**src/logic/phy_ctrl_pkg.sv**
```systemverilog
//~~~~~~~~~~~~~~~~~~~~~~~~~~~~~~~~~~~~~~~~
// Widths, addresses and the start-up state encoding shared by the
// DDR3 PHY control plane.
// The address group field sits above DLY_GROUP_LSB, so one group
// holds 2**DLY_GROUP_LSB delays.
// PS_ADDR lies in group 3 and never lands in a three-group bank.
//~~~~~~~~~~~~~~~~~~~~~~~~~~~~~~~~~~~~~~~~
`default_nettype none

package phy_ctrl_pkg;

    // delay and phase data, 3 LSB are the fine part of a delay
    localparam int DLY_DATA_W = 8;

    // delay programming address
    localparam int DLY_ADDR_W = 7;

    localparam int DLY_GROUP_LSB = 5;                     // group field is addr[6:5]
    localparam int DLY_PER_GROUP = 2 ** DLY_GROUP_LSB;    // 32 delays per group

    typedef logic [DLY_DATA_W-1:0] dly_data_t;
    typedef logic [DLY_ADDR_W-1:0] dly_addr_t;

    // phase shift target register
    localparam dly_addr_t PS_ADDR = 7'h60;

    // start-up sequence, locked only in ST_READY
    typedef enum logic [1:0] {
        ST_RESET     = 2'd0,    // held in reset
        ST_LOCK_WAIT = 2'd1,    // modelled clock lock time
        ST_CAL       = 2'd2,    // modelled delay and DCI calibration
        ST_READY     = 2'd3     // all ready, locked high
    } startup_state_e;

endpackage : phy_ctrl_pkg

`default_nettype wire

```
**src/logic/dly_prog_if.sv**
```systemverilog
//~~~~~~~~~~~~~~~~~~~~~~~~~~~~~~~~~~~~~~~~
// Delay programming bundle in the clk_div domain.
// ld_delay and set are one-cycle strobes with no handshake.
// The phase consumer does not see set.
//~~~~~~~~~~~~~~~~~~~~~~~~~~~~~~~~~~~~~~~~
`default_nettype none

interface dly_prog_if import phy_ctrl_pkg::*; ();

    dly_data_t dly_data;    // delay value or phase target
    dly_addr_t dly_addr;    // group and index of the delay
    logic      ld_delay;    // write dly_data to the pending entry
    logic      set;         // copy all pending entries to active

    modport src (
        output dly_data, dly_addr, ld_delay, set
    );

    modport bank (
        input dly_data, dly_addr, ld_delay, set
    );

    modport phase (
        input dly_data, dly_addr, ld_delay
    );

endinterface : dly_prog_if

`default_nettype wire

```
**src/logic/delay_bank.sv**
```systemverilog
//~~~~~~~~~~~~~~~~~~~~~~~~~~~~~~~~~~~~~~~~
// Staged I/O delay registers for NUM_GROUPS groups.
// A ld_delay and a set in the same cycle put the new value in
// pending only; set copies the values held before that edge.
// Read-back lags its address by one cycle, groups past
// NUM_GROUPS write nothing and read zero.
//~~~~~~~~~~~~~~~~~~~~~~~~~~~~~~~~~~~~~~~~
`default_nettype none

module delay_bank
    import phy_ctrl_pkg::*;
#(
    parameter int NUM_GROUPS = 3
) (
    input  logic       clk_div_i,
    input  logic       rst_i,
    dly_prog_if.bank   prog,
    input  dly_addr_t  dly_rd_addr_i,
    output dly_data_t  dly_rd_o
);

    localparam int NUM_DLY = NUM_GROUPS * DLY_PER_GROUP;

    dly_data_t pend_q [NUM_DLY];    // staged values from ld_delay
    dly_data_t act_q  [NUM_DLY];    // values in use by the pins
    logic      ld_hit;              // load targets an existing group
    logic      rd_hit;              // read address inside the bank

    // group number of an address
    function automatic int dly_group(dly_addr_t addr);
        return int'(addr[DLY_ADDR_W-1:DLY_GROUP_LSB]);
    endfunction

    // flat entry number, group-major
    function automatic int dly_index(dly_addr_t addr);
        int idx;
        idx = int'(addr[DLY_GROUP_LSB-1:0]);
        return dly_group(addr) * DLY_PER_GROUP + idx;
    endfunction

    assign ld_hit = prog.ld_delay && (dly_group(prog.dly_addr) < NUM_GROUPS);
    assign rd_hit = dly_group(dly_rd_addr_i) < NUM_GROUPS;

    always_ff @(posedge clk_div_i) begin
        if (rst_i) begin
            for (int i = 0; i < NUM_DLY; i++) begin
                pend_q[i] <= '0;
                act_q[i]  <= '0;
            end
        end else begin
            if (ld_hit) begin
                pend_q[dly_index(prog.dly_addr)] <= prog.dly_data;    // stage one delay
            end
            if (prog.set) begin
                for (int i = 0; i < NUM_DLY; i++) begin
                    act_q[i] <= pend_q[i];    // whole set switches together
                end
            end
        end
    end

    // registered read-back of the active set
    always_ff @(posedge clk_div_i) begin
        if (rst_i) begin
            dly_rd_o <= '0;
        end else if (rd_hit) begin
            dly_rd_o <= act_q[dly_index(dly_rd_addr_i)];
        end else begin
            dly_rd_o <= '0;    // unused group
        end
    end

endmodule : delay_bank

`default_nettype wire

```
**src/logic/phase_shift_cntr.sv**
```systemverilog
//~~~~~~~~~~~~~~~~~~~~~~~~~~~~~~~~~~~~~~~~
// Phase stepping toward a signed target, one step every
// PS_STEP_CYCLES clocks, like a clock generator fine shift.
// Loads are taken only while ps_rdy_o is high; others are dropped.
// ps_rdy_o rises on the edge the phase reaches the target.
//~~~~~~~~~~~~~~~~~~~~~~~~~~~~~~~~~~~~~~~~
`default_nettype none

module phase_shift_cntr
    import phy_ctrl_pkg::*;
#(
    parameter int PHASE_WIDTH    = 8,
    parameter int PS_STEP_CYCLES = 12
) (
    input  logic                   clk_div_i,
    input  logic                   rst_i,
    dly_prog_if.phase              prog,
    output logic                   ps_rdy_o,
    output logic [PHASE_WIDTH-1:0] ps_out_o
);

    localparam int STEP_W = $clog2(PS_STEP_CYCLES + 1);

    logic signed [PHASE_WIDTH-1:0] target_q;     // requested phase
    logic signed [PHASE_WIDTH-1:0] phase_q;      // phase applied now
    logic signed [PHASE_WIDTH-1:0] target_d;     // dly_data as signed phase
    logic signed [PHASE_WIDTH-1:0] phase_nxt;    // phase after one step
    logic        [STEP_W-1:0]      step_q;       // clocks left until next step
    logic                          ps_ld;        // write to the phase register

    assign ps_ld    = prog.ld_delay && (prog.dly_addr == PS_ADDR);
    assign target_d = PHASE_WIDTH'(signed'(prog.dly_data));    // sign extend

    // one step up or down, signed compare
    always_comb begin
        if (target_q > phase_q) begin
            phase_nxt = phase_q + 1'b1;
        end else begin
            phase_nxt = phase_q - 1'b1;
        end
    end

    always_ff @(posedge clk_div_i) begin
        if (rst_i) begin
            target_q <= '0;
            phase_q  <= '0;
            step_q   <= '0;
            ps_rdy_o <= 1'b1;
        end else if (ps_rdy_o) begin
            if (ps_ld) begin
                target_q <= target_d;
                if (target_d != phase_q) begin
                    ps_rdy_o <= 1'b0;                          // start the move
                    step_q   <= STEP_W'(PS_STEP_CYCLES - 1);
                end
            end
        end else if (step_q == '0) begin
            phase_q <= phase_nxt;
            step_q  <= STEP_W'(PS_STEP_CYCLES - 1);
            if (phase_nxt == target_q) begin
                ps_rdy_o <= 1'b1;    // ready together with the last step
            end
        end else begin
            step_q <= step_q - 1'b1;
        end
    end

    assign ps_out_o = phase_q;

endmodule : phase_shift_cntr

`default_nettype wire

```
**src/logic/startup_fsm.sv**
```systemverilog
//~~~~~~~~~~~~~~~~~~~~~~~~~~~~~~~~~~~~~~~~
// Start-up sequence with modelled lock and calibration times.
// After rst_i falls: LOCK_CYCLES in ST_LOCK_WAIT, CAL_CYCLES in
// ST_CAL, then ST_READY with locked_o high.
// dly_rst_i or dci_rst_i in ST_CAL or ST_READY restarts
// calibration; in ST_LOCK_WAIT they are ignored.
//~~~~~~~~~~~~~~~~~~~~~~~~~~~~~~~~~~~~~~~~
`default_nettype none

module startup_fsm
    import phy_ctrl_pkg::*;
#(
    parameter int LOCK_CYCLES = 64,
    parameter int CAL_CYCLES  = 32
) (
    input  logic clk_div_i,
    input  logic rst_i,
    input  logic dly_rst_i,
    input  logic dci_rst_i,
    output logic locked_o
);

    localparam int MAX_WAIT = (LOCK_CYCLES > CAL_CYCLES) ? LOCK_CYCLES : CAL_CYCLES;
    localparam int WAIT_W   = $clog2(MAX_WAIT) + 1;

    startup_state_e      state_q;
    logic [WAIT_W-1:0]   wait_q;     // cycles left in the current state
    logic                recal;      // calibration restart request
    logic                wait_done;

    assign recal     = dly_rst_i || dci_rst_i;
    assign wait_done = (wait_q == '0);

    always_ff @(posedge clk_div_i) begin
        if (rst_i) begin
            state_q <= ST_RESET;
            wait_q  <= '0;
        end else begin
            unique case (state_q)
                ST_RESET: begin
                    state_q <= ST_LOCK_WAIT;                  // first cycle out of reset
                    wait_q  <= WAIT_W'(LOCK_CYCLES - 1);
                end
                ST_LOCK_WAIT: begin
                    if (wait_done) begin
                        state_q <= ST_CAL;
                        wait_q  <= WAIT_W'(CAL_CYCLES - 1);
                    end else begin
                        wait_q <= wait_q - 1'b1;
                    end
                end
                ST_CAL: begin
                    if (recal) begin
                        wait_q <= WAIT_W'(CAL_CYCLES - 1);    // fresh count
                    end else if (wait_done) begin
                        state_q <= ST_READY;
                    end else begin
                        wait_q <= wait_q - 1'b1;
                    end
                end
                ST_READY: begin
                    if (recal) begin
                        state_q <= ST_CAL;    // drops locked at once
                        wait_q  <= WAIT_W'(CAL_CYCLES - 1);
                    end
                end
                default: begin
                    state_q <= ST_RESET;
                    wait_q  <= '0;
                end
            endcase
        end
    end

    // stands in for pll, delay ctrl and dci ready all high
    assign locked_o = (state_q == ST_READY);

endmodule : startup_fsm

`default_nettype wire

```
**src/logic/ddr3_phy_ctrl.sv**
```systemverilog
//~~~~~~~~~~~~~~~~~~~~~~~~~~~~~~~~~~~~~~~~
// Control plane of the DDR3 PHY, all in the clk_div domain.
// No clocking, I/O buffers or serdes paths; lock and calibration
// are fixed modelled times.
// rst_in is registered once, so every block sees reset a cycle
// late. locked_o rises LOCK_CYCLES+CAL_CYCLES+2 edges after rst_in
// goes low, counting the edge that samples it as the first.
//~~~~~~~~~~~~~~~~~~~~~~~~~~~~~~~~~~~~~~~~
`default_nettype none

module ddr3_phy_ctrl
    import phy_ctrl_pkg::*;
#(
    parameter int NUM_GROUPS     = 3,     // low lane, high lane, cmd/addr
    parameter int PHASE_WIDTH    = 8,
    parameter int PS_STEP_CYCLES = 12,    // clocks per phase step
    parameter int LOCK_CYCLES    = 64,    // modelled clock lock time
    parameter int CAL_CYCLES     = 32     // modelled calibration time
) (
    input  logic                   clk_div_i,        // control clock
    input  logic                   rst_in,           // sync reset, active high
    input  logic                   ddr_rst_i,        // memory reset request
    input  logic                   dly_rst_i,        // restart delay calibration
    input  logic                   dci_rst_i,        // restart dci calibration
    input  dly_data_t              dly_data_i,       // delay or phase value
    input  dly_addr_t              dly_addr_i,       // delay select
    input  logic                   ld_delay_i,       // load strobe
    input  logic                   set_i,            // apply all pending delays
    input  dly_addr_t              dly_rd_addr_i,    // read-back select
    output logic                   ddr3_nrst_o,      // memory reset pin, active low
    output logic                   locked_o,         // clocks and calibration ready
    output logic                   ps_rdy_o,         // phase shift idle
    output logic [PHASE_WIDTH-1:0] ps_out_o,         // current phase
    output dly_data_t              dly_rd_o          // active delay read-back
);

    logic rst;    // registered reset for all blocks

    always_ff @(posedge clk_div_i) begin
        rst <= rst_in;
    end

    dly_prog_if prog ();

    assign prog.dly_data = dly_data_i;
    assign prog.dly_addr = dly_addr_i;
    assign prog.ld_delay = ld_delay_i;
    assign prog.set      = set_i;

    // memory reset pin is a plain inversion
    assign ddr3_nrst_o = ~ddr_rst_i;

    delay_bank #(
        .NUM_GROUPS    (NUM_GROUPS)
    ) delay_bank_i (
        .clk_div_i     (clk_div_i),
        .rst_i         (rst),
        .prog          (prog.bank),
        .dly_rd_addr_i (dly_rd_addr_i),
        .dly_rd_o      (dly_rd_o)
    );

    phase_shift_cntr #(
        .PHASE_WIDTH    (PHASE_WIDTH),
        .PS_STEP_CYCLES (PS_STEP_CYCLES)
    ) phase_shift_cntr_i (
        .clk_div_i      (clk_div_i),
        .rst_i          (rst),
        .prog           (prog.phase),
        .ps_rdy_o       (ps_rdy_o),
        .ps_out_o       (ps_out_o)
    );

    startup_fsm #(
        .LOCK_CYCLES (LOCK_CYCLES),
        .CAL_CYCLES  (CAL_CYCLES)
    ) startup_fsm_i (
        .clk_div_i   (clk_div_i),
        .rst_i       (rst),
        .dly_rst_i   (dly_rst_i),
        .dci_rst_i   (dci_rst_i),
        .locked_o    (locked_o)
    );

endmodule : ddr3_phy_ctrl

`default_nettype wire

```
**config.mk**
```make
export PLATFORM = sky130hd
export DESIGN_NAME = ddr3_phy_ctrl
export DESIGN_NICKNAME = d
export VERILOG_FILES = /design/src/logic/phy_ctrl_pkg.sv /design/src/logic/dly_prog_if.sv /design/src/logic/delay_bank.sv /design/src/logic/phase_shift_cntr.sv /design/src/logic/startup_fsm.sv /design/src/logic/ddr3_phy_ctrl.sv
export SDC_FILE = /design/constraint.sdc
export NUM_CORES = 2
export LEC_CHECK = 0
export BUFFER_PORTS_ARGS = -buffer_cell sky130_fd_sc_hd__buf_2
export CAP_MARGIN = 20
export CORE_MARGIN = 10
export CORE_UTILIZATION = 35
export CTS_CLUSTER_DIAMETER = 40
export DETAILED_ROUTE_END_ITERATION = 12
export GPL_ROUTABILITY_DRIVEN = 1
export PLACE_DENSITY_LB_ADDON = 0.1
export SYNTH_ARGS = -nofsm -noshare
export SYNTH_HDL_FRONTEND = slang
export SYNTH_SLANG_ARGS = --single-unit
```
**constraint.sdc**
```tcl
create_clock -name clk_div_i -period 14.4 [get_ports clk_div_i]
set_clock_uncertainty 0.05 [all_clocks]
set_input_delay 2.88 -clock clk_div_i [delete_from_list [all_inputs] [get_ports clk_div_i]]
set_output_delay 2.88 -clock clk_div_i [all_outputs]
set_load 0.03 [all_outputs]
```
==> run metrics <==
worst-path fanout max 55; CP Launch Type input port; Final TNS setup 0 ps; max_slew headroom between 20% and 30%; Synth Instances ~4,200; worst-case clock buffer depth 4; final-report setup violation count 0; syn avg cell area about 16 um^2; gr ovfl total 0; Port Buf Inserts 47; cts hold-fix bufs 0; Main synth FF type edfxtp_1; Slew Limit Fails 0; Syn Std Cell Area ~0.066 mm^2; CP arrival roughly 7000 ps; DIE AREA approximately 0.21 mm^2; Via-to-Cell Ratio about 4.8; cts repair resizes 0; most common cell after layout, fill and taps aside edfxtp_1; htree depth 5; Place WS 7310 ps; FF-to-FF setup slack 10,340 ps; CTS tree yes; warnings from Yosys 0; gr usage total roughly 17%; most frequent cells in the layout edfxtp_1 (1,536), and2_1 (1,301), clkbuf_16 (301); number of CTS-inserted buffers slightly below 300; worst slew pin tran 1101 ps; Crit. End Element flop; CP Launch Point dly_rd_addr_i[0]; setup ws final roughly 8300 ps; Synth Register Bits around 1,600; Cell Pwr Density approximately 160 mW/mm^2; f_max 162.7 MHz; share of cells above drive strength 1 19.00%; Seq/Total Area, Yosys 70.91%; # nets final approximately 4,400; first-pass GRT wire length around 260,000 um; final worst-path cycle share between 40% and 50%; drt wl/cell between 20 and 30 um; vias in the first global route ~36,000; Core Area between 0.15 and 0.2 mm^2; RSZ-0062 raised after global routing false; dpl hpwl ~100,000 um; Worst EP required roughly 15,000 ps; max-cap violations 0; initial antenna violation count 12; clock sinks approximately 1,600; Synth Net Count ~4,300; clk root buf clkbuf_16; IO Pins 48; clock slew at reported path FFs around 60 ps; Worst VDD drop between 100 and 150 uV; Pre-antenna DRT Iters 5; initial core utilization between 30% and 40%; Area Growth Syn to Fin 19.02%; Netlist cell types 58; Post CTS Setup Buffer Count 0; Hold Crit Class reg -> reg; Period minus WS final roughly 6100 ps; final RePlAce weighted congestion about 0.75; crit path kind in -> reg; row count about 160; Skew-Pair Late Insertion Delay approximately 890 ps; Iter 0 DRT Violations roughly 2,500; die height roughly 450 um; FF-to-FF Start rst$_DFF_P_; outcome completed; via count between 30,000 and 40,000; DRC Markers 0; hold path startpoint phase_shift_cntr_i.target_q[0]$_SDFFE_PP0P_; Final ANT Viol Nets 0; EDFF count, synth ~1,500; asr flop ratio synth 0%; pin count of the biggest net entering global routing approximately 170; leakage power about 31 nW; Die W around 450 um; Fin. Hold Viols 0; total wire length between 150,000 and 200,000 um
cells in the mapped netlist (all sizes together) (6+ instances only):
master     n  area share, %
and2    1301             12
dfxtp     39            1.2
or2       98           0.93
a22oi     53           0.60
or4        7          0.079
nand2     85           0.48
nand2b    25           0.24
edfxtp  1536             70
nand3     11          0.083
nor2b    253            2.4
mux2i     36           0.54
a31oi     11           0.10
inv       19           0.11
nor3       6          0.045
buf       57           0.69
a21oi     59           0.45
mux4     192            6.6
nor4       9           0.12
nor2     117           0.66
xor2      13           0.17
clkbuf   209            1.2
ha        19           0.36
critical path: stages:
cell and delay, ps:
buf_8 440, buf_4 730, buf_4 620, mux4_2 600, a22oi_1 460, a21oi_1 120
a21oi_1 310, nor2_1 100, or4_1 530
layout make-up:
class | count | area [um^2]
fill | 17004 | 109100
inverter | 19 | 71.32
sequential | 1575 | 46910
tap | 2495 | 3122
timing repair buffer | 122 | 915.9
clock buffer | 339 | 7685
clock inverter | 170 | 2032
antenna | 8 | 20.02
multi-input combinational | 2369 | 17970
path summary, 6_finish.rpt:
path | to | cells past startpoint
setup / recovery | delay_bank_i.dly_rd_o[6]$_SDFF_PP0_ | 9
hold / removal | phase_shift_cntr_i.target_q[0]$_SDFFE_PP0P_ | 2
setup reg to reg | delay_bank_i.act_q[52][1]$_SDFFCE_PN0P_ | 4
hold reg to reg | phase_shift_cntr_i.target_q[0]$_SDFFE_PP0P_ | 2
sequential cells by signal, summed over array words and instances (netlist names):
name                         cells
rst                              1
delay_bank_i.dly_rd_o            8
phase_shift_cntr_i.ps_out_o      8
phase_shift_cntr_i.step_q        4
delay_bank_i.pend_q            768
startup_fsm_i.wait_q             7
delay_bank_i.act_q             768
startup_fsm_i.state_q            2
phase_shift_cntr_i.target_q      8
phase_shift_cntr_i.ps_rdy_o      1
through the flow:
stage / area, um^2 / util (%) / hold slack, ps / power [mW] / std cells
2_1_floorplan: 66140 / - / 381.9 / 5.504 / 4229
3_3_place_gp: 68960 / 36.72 / 392.7 / 5.681 / 6578
3_5_place_dp: 68980 / 36.73 / 403.3 / 5.681 / 6579
4_1_cts: 78700 / 41.90 / 411.2 / 12.58 / 7088
5_1_grt: 78710 / 41.91 / 447.2 / 12.82 / 7090
6_report: 78720 / 41.92 / 407.6 / 12.43 / 7097
logic make-up (layout without fill, tap and decap cells):
| kind of cell | Yosys count | after routing | synth area share [%] |
|---|---|---|---|
| AO/OA/AOI/OAI | 164 | 164 | 1.634 |
| other | 0 | 8 | 0 |
| XOR/XNOR | 21 | 21 | 0.3424 |
| AND/OR/NAND/NOR | 1933 | 1933 | 17.57 |
| buffers and inverters | 285 | 650 | 1.986 |
| multiplexers | 231 | 231 | 7.167 |
| flip-flops | 1575 | 1575 | 70.91 |
| adder cells (fa/ha/maj) | 20 | 20 | 0.3897 |
routing by layer:
metal / vias up / track usage [%] / part of all wire, %
met1: 17575 / 23.67 / 45
met4: 2 / 4.735 / 2.3
met2: 746 / 28.50 / 48
met3: 293 / 3.159 / 4.2
met5: - / 0 / 0.0067
li1: 15596 / - / -
power by group:
group          leakage [nW]  internal, mW  switching [mW]
combinational          7.87         0.113           0.330
clock                  4.66          4.52            2.33
sequential             18.2          5.10          0.0337
No activity file was read; power rests on OpenSTA's default activity.
